### config.mk
export PLATFORM = sky130hd
export DESIGN_NAME = rv_core
export DESIGN_NICKNAME = d
export VERILOG_FILES = /design/src/common/core_pkg.sv /design/src/execute/alu.sv /design/src/execute/ex_stage.sv /design/src/source/commit_stage.sv /design/src/source/decode_stage.sv /design/src/source/regfile.sv /design/src/source/rv_core.sv
export SDC_FILE = /design/constraint.sdc
export NUM_CORES = 2
export LEC_CHECK = 0
export ABC_CLOCK_PERIOD_IN_PS = 7100
export BUFFER_PORTS_ARGS = -buffer_cell sky130_fd_sc_hd__buf_4
export CORE_MARGIN = 10
export CORE_UTILIZATION = 35
export CTS_CLUSTER_SIZE = 28
export DETAILED_ROUTE_END_ITERATION = 6
export GPL_ROUTABILITY_DRIVEN = 1
export PLACE_DENSITY = 0.6
export REMOVE_ABC_BUFFERS = 1
export SYNTH_ARGS = -nofsm -noshare
export SYNTH_HDL_FRONTEND = slang
export SYNTH_SLANG_ARGS = --single-unit
### constraint.sdc
create_clock -name clk_i -period 7.1 [get_ports clk_i]
set_input_delay 1.065 -clock clk_i [delete_from_list [all_inputs] [get_ports clk_i]]
set_output_delay 1.065 -clock clk_i [all_outputs]
set_load 0.005 [all_outputs]
### src/common/core_pkg.sv
`default_nettype none

package core_pkg;

    // ------------------------------
    // Widths
    // ------------------------------
    localparam int unsigned INSTR_WIDTH    = 32;
    localparam int unsigned REG_ADDR_WIDTH = 5;
    localparam int unsigned NR_REGS        = 32;
    localparam int unsigned INSTRET_WIDTH  = 16;

    // ------------------------------
    // Instruction encodings
    // ------------------------------
    // Major opcodes for the register-register and register-immediate forms
    localparam logic [6:0] OPCODE_OP     = 7'b0110011;
    localparam logic [6:0] OPCODE_OP_IMM = 7'b0010011;

    // Minor operation codes shared by both opcodes
    localparam logic [2:0] FUNCT3_ADD_SUB = 3'b000;
    localparam logic [2:0] FUNCT3_SLT     = 3'b010;
    localparam logic [2:0] FUNCT3_XOR     = 3'b100;
    localparam logic [2:0] FUNCT3_OR      = 3'b110;
    localparam logic [2:0] FUNCT3_AND     = 3'b111;

    // Only meaningful together with FUNCT3_ADD_SUB on OPCODE_OP
    localparam logic [6:0] FUNCT7_SUB = 7'b0100000;

    // ------------------------------
    // ALU operations
    // ------------------------------
    typedef enum logic [2:0] {
        ALU_ADD = 3'd0,
        ALU_SUB = 3'd1,
        ALU_AND = 3'd2,
        ALU_OR  = 3'd3,
        ALU_XOR = 3'd4,
        ALU_SLT = 3'd5
    } alu_op_t;

endpackage

`default_nettype wire

### src/execute/alu.sv
`default_nettype none

module alu #(
    parameter int unsigned XLEN = 32
) (
    input  core_pkg::alu_op_t op_i,
    input  logic [XLEN-1:0]   a_i,
    input  logic [XLEN-1:0]   b_i,
    output logic [XLEN-1:0]   result_o
);
    import core_pkg::*;

    logic less_than;

    // Signed compare for SLT and SLTI
    assign less_than = $signed(a_i) < $signed(b_i);

    always_comb begin
        case (op_i)
            ALU_ADD: result_o = a_i + b_i;
            ALU_SUB: result_o = a_i - b_i;
            ALU_AND: result_o = a_i & b_i;
            ALU_OR:  result_o = a_i | b_i;
            ALU_XOR: result_o = a_i ^ b_i;
            ALU_SLT: result_o = {{(XLEN-1){1'b0}}, less_than};
            // Two encodings of the 3-bit type are unused
            default: result_o = a_i + b_i;
        endcase
    end

endmodule

`default_nettype wire

### src/execute/ex_stage.sv
`default_nettype none

module ex_stage #(
    parameter int unsigned XLEN = 32
) (
    input  logic                                clk_i,
    input  logic                                rst_ni,
    input  logic                                dec_valid_i,
    input  core_pkg::alu_op_t                   dec_op_i,
    input  logic [core_pkg::REG_ADDR_WIDTH-1:0] dec_rd_i,
    input  logic [core_pkg::REG_ADDR_WIDTH-1:0] dec_rs1_i,
    input  logic [core_pkg::REG_ADDR_WIDTH-1:0] dec_rs2_i,
    input  logic                                dec_use_imm_i,
    input  logic [XLEN-1:0]                     dec_imm_i,
    input  logic [XLEN-1:0]                     dec_rs1_data_i,
    input  logic [XLEN-1:0]                     dec_rs2_data_i,
    input  logic                                dec_illegal_i,
    input  logic                                wb_en_i,
    input  logic [core_pkg::REG_ADDR_WIDTH-1:0] wb_addr_i,
    input  logic [XLEN-1:0]                     wb_data_i,
    output logic                                ex_valid_o,
    output logic [core_pkg::REG_ADDR_WIDTH-1:0] ex_rd_o,
    output logic [XLEN-1:0]                     ex_result_o,
    output logic                                ex_illegal_o
);

    logic            ex_fwd_ok;
    logic            ex_hit_a;
    logic            ex_hit_b;
    logic            wb_hit_a;
    logic            wb_hit_b;
    logic [XLEN-1:0] operand_a;
    logic [XLEN-1:0] rs2_value;
    logic [XLEN-1:0] operand_b;
    logic [XLEN-1:0] alu_result;

    // ------------------------------
    // Operand bypass
    // ------------------------------
    // Previous result may forward only if it will really be written
    assign ex_fwd_ok = ex_valid_o && !ex_illegal_o && (ex_rd_o != '0);

    assign ex_hit_a = ex_fwd_ok && (dec_rs1_i == ex_rd_o);
    assign ex_hit_b = ex_fwd_ok && (dec_rs2_i == ex_rd_o);
    assign wb_hit_a = wb_en_i && (dec_rs1_i == wb_addr_i);
    assign wb_hit_b = wb_en_i && (dec_rs2_i == wb_addr_i);

    // Execute result is newer than the one in commit
    assign operand_a = ex_hit_a ? ex_result_o :
                       wb_hit_a ? wb_data_i   : dec_rs1_data_i;
    assign rs2_value = ex_hit_b ? ex_result_o :
                       wb_hit_b ? wb_data_i   : dec_rs2_data_i;
    assign operand_b = dec_use_imm_i ? dec_imm_i : rs2_value;

    alu #(
        .XLEN ( XLEN )
    ) i_alu (
        .op_i     ( dec_op_i   ),
        .a_i      ( operand_a  ),
        .b_i      ( operand_b  ),
        .result_o ( alu_result )
    );

    // ------------------------------
    // Execute pipeline register
    // ------------------------------
    always_ff @(posedge clk_i or negedge rst_ni) begin
        if (!rst_ni) begin
            ex_valid_o   <= 1'b0;
            ex_illegal_o <= 1'b0;
        end else begin
            ex_valid_o   <= dec_valid_i;
            ex_illegal_o <= dec_valid_i & dec_illegal_i;
        end
    end

    always_ff @(posedge clk_i) begin
        if (dec_valid_i) begin
            ex_rd_o     <= dec_rd_i;
            ex_result_o <= alu_result;
        end
    end

endmodule

`default_nettype wire

### src/source/commit_stage.sv
`default_nettype none

module commit_stage #(
    parameter int unsigned XLEN = 32
) (
    input  logic                                clk_i,
    input  logic                                rst_ni,
    input  logic                                ex_valid_i,
    input  logic [core_pkg::REG_ADDR_WIDTH-1:0] ex_rd_i,
    input  logic [XLEN-1:0]                     ex_result_i,
    input  logic                                ex_illegal_i,
    output logic                                wb_en_o,
    output logic [core_pkg::REG_ADDR_WIDTH-1:0] wb_addr_o,
    output logic [XLEN-1:0]                     wb_data_o,
    output logic                                commit_valid_o,
    output logic [core_pkg::REG_ADDR_WIDTH-1:0] commit_rd_o,
    output logic [XLEN-1:0]                     commit_data_o,
    output logic                                commit_illegal_o,
    output logic [core_pkg::INSTRET_WIDTH-1:0]  instret_o
);
    import core_pkg::*;

    // ------------------------------
    // Commit register and retire counter
    // ------------------------------
    always_ff @(posedge clk_i or negedge rst_ni) begin
        if (!rst_ni) begin
            commit_valid_o   <= 1'b0;
            commit_illegal_o <= 1'b0;
            commit_rd_o      <= '0;
            commit_data_o    <= '0;
            instret_o        <= '0;
        end else begin
            commit_valid_o   <= ex_valid_i;
            commit_illegal_o <= ex_valid_i & ex_illegal_i;
            if (ex_valid_i) begin
                commit_rd_o   <= ex_rd_i;
                commit_data_o <= ex_result_i;
            end
            // Wraps silently at the counter width
            if (ex_valid_i && !ex_illegal_i) begin
                instret_o <= instret_o + INSTRET_WIDTH'(1);
            end
        end
    end

    // Register file takes this write at the next edge
    assign wb_en_o   = commit_valid_o && !commit_illegal_o && (commit_rd_o != '0);
    assign wb_addr_o = commit_rd_o;
    assign wb_data_o = commit_data_o;

endmodule

`default_nettype wire

### src/source/decode_stage.sv
`default_nettype none

module decode_stage #(
    parameter int unsigned XLEN = 32
) (
    input  logic                                clk_i,
    input  logic                                rst_ni,
    input  logic                                instr_valid_i,
    input  logic [core_pkg::INSTR_WIDTH-1:0]    instr_i,
    output logic [core_pkg::REG_ADDR_WIDTH-1:0] rf_raddr_a_o,
    output logic [core_pkg::REG_ADDR_WIDTH-1:0] rf_raddr_b_o,
    input  logic [XLEN-1:0]                     rf_rdata_a_i,
    input  logic [XLEN-1:0]                     rf_rdata_b_i,
    output logic                                dec_valid_o,
    output core_pkg::alu_op_t                   dec_op_o,
    output logic [core_pkg::REG_ADDR_WIDTH-1:0] dec_rd_o,
    output logic [core_pkg::REG_ADDR_WIDTH-1:0] dec_rs1_o,
    output logic [core_pkg::REG_ADDR_WIDTH-1:0] dec_rs2_o,
    output logic                                dec_use_imm_o,
    output logic [XLEN-1:0]                     dec_imm_o,
    output logic [XLEN-1:0]                     dec_rs1_data_o,
    output logic [XLEN-1:0]                     dec_rs2_data_o,
    output logic                                dec_illegal_o
);
    import core_pkg::*;

    logic [6:0]      opcode;
    logic [2:0]      funct3;
    logic [6:0]      funct7;
    logic            funct3_ok;
    alu_op_t         op_d;
    logic            use_imm_d;
    logic            illegal_d;
    logic [XLEN-1:0] imm_d;

    assign opcode = instr_i[6:0];
    assign funct3 = instr_i[14:12];
    assign funct7 = instr_i[31:25];

    // Register file is read in the same cycle the instruction arrives
    assign rf_raddr_a_o = instr_i[19:15];
    assign rf_raddr_b_o = instr_i[24:20];

    // Sign-extended I-type immediate
    assign imm_d = {{(XLEN-12){instr_i[31]}}, instr_i[31:20]};

    always_comb begin
        op_d      = ALU_ADD;
        funct3_ok = 1'b1;
        case (funct3)
            FUNCT3_ADD_SUB: op_d = ALU_ADD;
            FUNCT3_SLT:     op_d = ALU_SLT;
            FUNCT3_XOR:     op_d = ALU_XOR;
            FUNCT3_OR:      op_d = ALU_OR;
            FUNCT3_AND:     op_d = ALU_AND;
            default:        funct3_ok = 1'b0;
        endcase

        use_imm_d = (opcode == OPCODE_OP_IMM);
        illegal_d = !funct3_ok;

        // funct7 only qualifies the register-register form
        if (opcode == OPCODE_OP) begin
            if (funct3 == FUNCT3_ADD_SUB && funct7 == FUNCT7_SUB) begin
                op_d = ALU_SUB;
            end else if (funct7 != 7'b0) begin
                illegal_d = 1'b1;
            end
        end else if (opcode != OPCODE_OP_IMM) begin
            illegal_d = 1'b1;
        end
    end

    // ------------------------------
    // Decode pipeline register
    // ------------------------------
    always_ff @(posedge clk_i or negedge rst_ni) begin
        if (!rst_ni) begin
            dec_valid_o   <= 1'b0;
            dec_illegal_o <= 1'b0;
        end else begin
            dec_valid_o   <= instr_valid_i;
            dec_illegal_o <= instr_valid_i & illegal_d;
        end
    end

    always_ff @(posedge clk_i) begin
        if (instr_valid_i) begin
            dec_op_o       <= op_d;
            dec_rd_o       <= instr_i[11:7];
            dec_rs1_o      <= rf_raddr_a_o;
            dec_rs2_o      <= rf_raddr_b_o;
            dec_use_imm_o  <= use_imm_d;
            dec_imm_o      <= imm_d;
            dec_rs1_data_o <= rf_rdata_a_i;
            dec_rs2_data_o <= rf_rdata_b_i;
        end
    end

endmodule

`default_nettype wire

### src/source/regfile.sv
`default_nettype none

module regfile #(
    parameter int unsigned XLEN = 32
) (
    input  logic                                clk_i,
    input  logic                                rst_ni,
    input  logic [core_pkg::REG_ADDR_WIDTH-1:0] raddr_a_i,
    input  logic [core_pkg::REG_ADDR_WIDTH-1:0] raddr_b_i,
    output logic [XLEN-1:0]                     rdata_a_o,
    output logic [XLEN-1:0]                     rdata_b_o,
    input  logic                                we_i,
    input  logic [core_pkg::REG_ADDR_WIDTH-1:0] waddr_i,
    input  logic [XLEN-1:0]                     wdata_i
);
    import core_pkg::*;

    logic [XLEN-1:0] regs_q [NR_REGS];
    logic            we_valid;

    // x0 is never written, so it keeps its reset value of zero
    assign we_valid = we_i && (waddr_i != '0);

    always_ff @(posedge clk_i or negedge rst_ni) begin
        if (!rst_ni) begin
            for (int i = 0; i < NR_REGS; i++) begin
                regs_q[i] <= '0;
            end
        end else if (we_valid) begin
            regs_q[waddr_i] <= wdata_i;
        end
    end

    // Write-through so a value retiring this cycle is already visible
    assign rdata_a_o = (we_valid && waddr_i == raddr_a_i) ? wdata_i : regs_q[raddr_a_i];
    assign rdata_b_o = (we_valid && waddr_i == raddr_b_i) ? wdata_i : regs_q[raddr_b_i];

endmodule

`default_nettype wire

### src/source/rv_core.sv
`default_nettype none

module rv_core #(
    parameter int unsigned XLEN = 32
) (
    input  logic                                clk_i,
    input  logic                                rst_ni,
    input  logic                                instr_valid_i,
    input  logic [core_pkg::INSTR_WIDTH-1:0]    instr_i,
    output logic                                commit_valid_o,
    output logic [core_pkg::REG_ADDR_WIDTH-1:0] commit_rd_o,
    output logic [XLEN-1:0]                     commit_data_o,
    output logic                                commit_illegal_o,
    output logic [core_pkg::INSTRET_WIDTH-1:0]  instret_o
);
    import core_pkg::*;

    // ------------------------------
    // Decode <-> regfile
    // ------------------------------
    logic [REG_ADDR_WIDTH-1:0] rf_raddr_a;
    logic [REG_ADDR_WIDTH-1:0] rf_raddr_b;
    logic [XLEN-1:0]           rf_rdata_a;
    logic [XLEN-1:0]           rf_rdata_b;

    // ------------------------------
    // Decode -> execute
    // ------------------------------
    logic                      dec_valid;
    alu_op_t                   dec_op;
    logic [REG_ADDR_WIDTH-1:0] dec_rd;
    logic [REG_ADDR_WIDTH-1:0] dec_rs1;
    logic [REG_ADDR_WIDTH-1:0] dec_rs2;
    logic                      dec_use_imm;
    logic [XLEN-1:0]           dec_imm;
    logic [XLEN-1:0]           dec_rs1_data;
    logic [XLEN-1:0]           dec_rs2_data;
    logic                      dec_illegal;

    // ------------------------------
    // Execute -> commit
    // ------------------------------
    logic                      ex_valid;
    logic [REG_ADDR_WIDTH-1:0] ex_rd;
    logic [XLEN-1:0]           ex_result;
    logic                      ex_illegal;

    // Write-back port that also feeds the bypass
    logic                      wb_en;
    logic [REG_ADDR_WIDTH-1:0] wb_addr;
    logic [XLEN-1:0]           wb_data;

    decode_stage #(
        .XLEN ( XLEN )
    ) i_decode_stage (
        .clk_i          ( clk_i         ),
        .rst_ni         ( rst_ni        ),
        .instr_valid_i  ( instr_valid_i ),
        .instr_i        ( instr_i       ),
        .rf_raddr_a_o   ( rf_raddr_a    ),
        .rf_raddr_b_o   ( rf_raddr_b    ),
        .rf_rdata_a_i   ( rf_rdata_a    ),
        .rf_rdata_b_i   ( rf_rdata_b    ),
        .dec_valid_o    ( dec_valid     ),
        .dec_op_o       ( dec_op        ),
        .dec_rd_o       ( dec_rd        ),
        .dec_rs1_o      ( dec_rs1       ),
        .dec_rs2_o      ( dec_rs2       ),
        .dec_use_imm_o  ( dec_use_imm   ),
        .dec_imm_o      ( dec_imm       ),
        .dec_rs1_data_o ( dec_rs1_data  ),
        .dec_rs2_data_o ( dec_rs2_data  ),
        .dec_illegal_o  ( dec_illegal   )
    );

    regfile #(
        .XLEN ( XLEN )
    ) i_regfile (
        .clk_i     ( clk_i      ),
        .rst_ni    ( rst_ni     ),
        .raddr_a_i ( rf_raddr_a ),
        .raddr_b_i ( rf_raddr_b ),
        .rdata_a_o ( rf_rdata_a ),
        .rdata_b_o ( rf_rdata_b ),
        .we_i      ( wb_en      ),
        .waddr_i   ( wb_addr    ),
        .wdata_i   ( wb_data    )
    );

    ex_stage #(
        .XLEN ( XLEN )
    ) i_ex_stage (
        .clk_i          ( clk_i        ),
        .rst_ni         ( rst_ni       ),
        .dec_valid_i    ( dec_valid    ),
        .dec_op_i       ( dec_op       ),
        .dec_rd_i       ( dec_rd       ),
        .dec_rs1_i      ( dec_rs1      ),
        .dec_rs2_i      ( dec_rs2      ),
        .dec_use_imm_i  ( dec_use_imm  ),
        .dec_imm_i      ( dec_imm      ),
        .dec_rs1_data_i ( dec_rs1_data ),
        .dec_rs2_data_i ( dec_rs2_data ),
        .dec_illegal_i  ( dec_illegal  ),
        .wb_en_i        ( wb_en        ),
        .wb_addr_i      ( wb_addr      ),
        .wb_data_i      ( wb_data      ),
        .ex_valid_o     ( ex_valid     ),
        .ex_rd_o        ( ex_rd        ),
        .ex_result_o    ( ex_result    ),
        .ex_illegal_o   ( ex_illegal   )
    );

    commit_stage #(
        .XLEN ( XLEN )
    ) i_commit_stage (
        .clk_i            ( clk_i            ),
        .rst_ni           ( rst_ni           ),
        .ex_valid_i       ( ex_valid         ),
        .ex_rd_i          ( ex_rd            ),
        .ex_result_i      ( ex_result        ),
        .ex_illegal_i     ( ex_illegal       ),
        .wb_en_o          ( wb_en            ),
        .wb_addr_o        ( wb_addr          ),
        .wb_data_o        ( wb_data          ),
        .commit_valid_o   ( commit_valid_o   ),
        .commit_rd_o      ( commit_rd_o      ),
        .commit_data_o    ( commit_data_o    ),
        .commit_illegal_o ( commit_illegal_o ),
        .instret_o        ( instret_o        )
    );

endmodule

`default_nettype wire

==> impl_results.md <==
* Status: completed
* Post-synth cell types at 93
* TNS Setup at 0 ns
* Wire length per cell at 29.5 um
* Crit-path cells: xnor2_1, nand3_1, nor4_4, buf_4, mux2i_1, o21ai_0, ha_1, nand3_1, a41oi_1, nand2_1, a211oi_1, o311ai_0, a31oi_1, nor4_1, a311oi_1
* Final design utilization at 39.2%
* Yosys top cell by area: dfrtp_1
* Area contributors post-synth: dfrtp_1 (40%), mux4_2 (21%), mux2_2 (17%), edfxtp_1 (5.6%), clkbuf_1 (1.9%)
* Async set or reset register ratio after synthesis at a little under 90%
* Later-pin clock latency in the skew report at 0.79 ns
* Total CTS buffers at ~140
* Initial antenna violation count at 13
* Post-cts sizing count at 0
* Max-capacitance violation count at 0
* Least-Margin Pin Slew at between 1 and 1.5 ns
* WP data arrival at 6.68 ns
* I/O Pins at 90
* Sequential area share after synthesis at 45.1%
* Clk slew on worst S/H paths at 0.07 ns
* Req. time, crit path at 7.70 ns
* Kind of critical path: reg2reg
* Synthesis-to-layout area growth at 11.3%
* Initial core utilization at 35.2%
* Post-synthesis instance area at a little under 0.07 mm2
* DR vias at 43550
* First-pass GRT wire length at 321000 um
* Synth top cells by count: dfrtp_1 (1083), mux2_2 (1021), mux4_2 (640), clkbuf_1 (340), nor2_1 (187)
* Die Y at 462 um
* Core ar. at ~0.2 mm2
* Crit share post-route at 85.5%
* Syn avg cell area at 14.2 um2
* Clock tree from TritonCTS: done
* Die area at 0.214 mm2
* Most frequent CP cell: nand3_1
* Largest net degree at the start of global routing at 188
* Die Width at 462 um
* # DRC at 0
* Total routed wirelength at around 220000 um
* Most frequent cell after synthesis: dfrtp_1
* DR iter-0 viols at 4076
* Synthesis Warnings at 0
* Register bit total from synthesis at 1210
* Yosys top cell area share at 39.6%
* Remaining antenna violation count at 0
* Leak at roughly 32 nW
* Pwr dens at 380 mW/mm2
* Post-CTS Setup Bufs at 0
* Slew Limit Fails at 0
* Max stage delay cell, worst path: nor4_4
* Reg2Reg Setup Slack at just over 1 ns
* Clk sink count at 1210
* Worst hold path type: in2async
* Post-CTS Hold Buffers at 0
* Max Freq at 0.165 GHz
* Clock skew at 0.0315 ns
* CP startpoint kind: register
* Crit path largest cell delay at between 0.7 and 0.8 ns
* Total power at 29.0 mW
* WHS at between 0.3 and 0.4 ns
* # setup viols final at 0
* Row count at between 150 and 200
* CTS root buf: clkbuf_16
* RSZ-0062 raised after global routing: false
* Max FO, Critical Path at 27
* CP Capture Type: register
* I/O Buffers at 89
* Post-synth EDFFs at 127
* DP HPWL at ~130000 um
* Final RePlAce weighted congestion at around 0.97
* All-Layer GR Usage at ~20%
* Fin. Hold Viols at 0
* Synth Flop Type: dfrtp_1
* Slew headroom at around 17%
* Vias in the first global route at 44912
* DRT Pass-1 Iters at 6
* Total Nets Final at 4797
* Final min period at 6.07 ns
* Layout cell share with drive strength beyond 1 at 46.5%
* Clock Tree Buf Depth at 3
* H-tree levels at 4
* Vias per cell at approximately 6
* Total gr overflow at 0
* Syn Inst Count at 4815
* Worst ir drop on vdd at approximately 0.28 mV
[where the power goes]
part	internal (mW)	switching (mW)
logic	5.61	4.35
registers	9.92	1.98
clock network	4.11	3.00
total	19.6	9.33
[routing by layer]
| layer | wire (um) | up-vias | GRT usage (%) |
|---|---|---|---|
| met4 | 7150 | 2 | 6.55 |
| li1 | - | 18100 | - |
| met1 | 95800 | 23597 | 27.9 |
| met5 | 13 | - | 0 |
| met3 | 14100 | 396 | 3.75 |
| met2 | 101000 | 1455 | 31.4 |
[kinds of logic after synthesis]
group / synth area share [%]
XOR/XNOR: 0.870
flip-flops: 45.1
AO/OA/AOI/OAI: 5.36
buffers and inverters: 3.75
multiplexers: 39.5
AND/OR/NAND/NOR: 3.58
adder cells (fa/ha/maj): 1.83
[registers in the layout, summed over array words and instances (netlist names), 3 cells and up]
| signal | count |
|---|---|
| i_ex_stage.ex_result_o | 32 |
| i_ex_stage.ex_rd_o | 5 |
| i_decode_stage.dec_rd_o | 5 |
| i_commit_stage.commit_rd_o | 5 |
| i_decode_stage.dec_imm_o | 12 |
| i_commit_stage.commit_data_o | 32 |
| i_decode_stage.dec_rs1_data_o | 32 |
| i_commit_stage.instret_o | 16 |
| i_decode_stage.dec_op_o | 3 |
| i_decode_stage.dec_rs1_o | 5 |
| i_regfile.regs_q | 1024 |
| i_decode_stage.dec_rs2_data_o | 32 |
[worst paths after layout]
path / cells after the start / startpoint / end
min in group clk_i: 0 / i_regfile.regs_q[999] / i_regfile.regs_q[999]
hold reg to reg: 0 / i_regfile.regs_q[999] / i_regfile.regs_q[999]
setup reg to reg: 15 / i_commit_stage.commit_rd_o[3] / i_ex_stage.ex_result_o[29]
setup / recovery: 15 / i_commit_stage.commit_rd_o[3] / i_ex_stage.ex_result_o[29]
hold / removal: 1 / rst_ni / i_regfile.regs_q[333]
max in group asynchronous: 3 / rst_ni / i_regfile.regs_q[761]
[per-stage QoR]
stage               area, um2  cells  setup slack (ns)
floorplan               66300   4303             -1.81
global placement        71800   7150              1.38
detailed placement      71800   7150              1.20
CTS                     76300   7395              1.19
global route            76300   7395             0.806
finish                  76300   7397              1.03
[critical path, delay by kind of cell, from the launching register on]
family          cells  cell delay [ns]
compound gates      6             2.01
xor+xnor            1             0.20
fa+ha+maj           1             0.63
mux                 1             0.29
buf+inv             1             0.69
simple gates        5             1.34
flops               1             0.71
[layout make-up]
type | count | area, um2
timing repair buffer | 223 | 1920
clock inverter | 47 | 465
tap | 2624 | 3280
antenna | 2 | 5.00
sequential | 1210 | 30900
clock buffer | 198 | 3960
inverter | 113 | 424
fill | 18137 | 119000
multi-input combinational | 2980 | 35300
[cell usage in the layout (no fill, tap or decap), types with 16 or more instances in the layout]
cell / Yosys / layout
a211oi_1: 32 / 32
a211oi_2: 30 / 30
a21oi_1: 128 / 128
buf_12: 0 / 16
buf_4: 14 / 200
clkbuf_1: 340 / 35
clkbuf_16: 0 / 141
clkbuf_8: 0 / 22
clkinv_2: 0 / 21
dfrtp_1: 1083 / 1081
edfxtp_1: 127 / 127
ha_1: 97 / 97
inv_1: 106 / 106
mux2_2: 1021 / 1021
mux2i_1: 102 / 102
mux4_2: 640 / 640
nand2_1: 153 / 145
nand3_1: 40 / 36
nor2_1: 187 / 170
nor2_4: 0 / 16
nor2b_1: 41 / 41
nor3_1: 23 / 23
o21ai_0: 111 / 111
o31ai_1: 19 / 19
o31ai_2: 29 / 29
xnor2_1: 47 / 47
xor2_1: 21 / 21
Power figures use the tool's default switching activity.
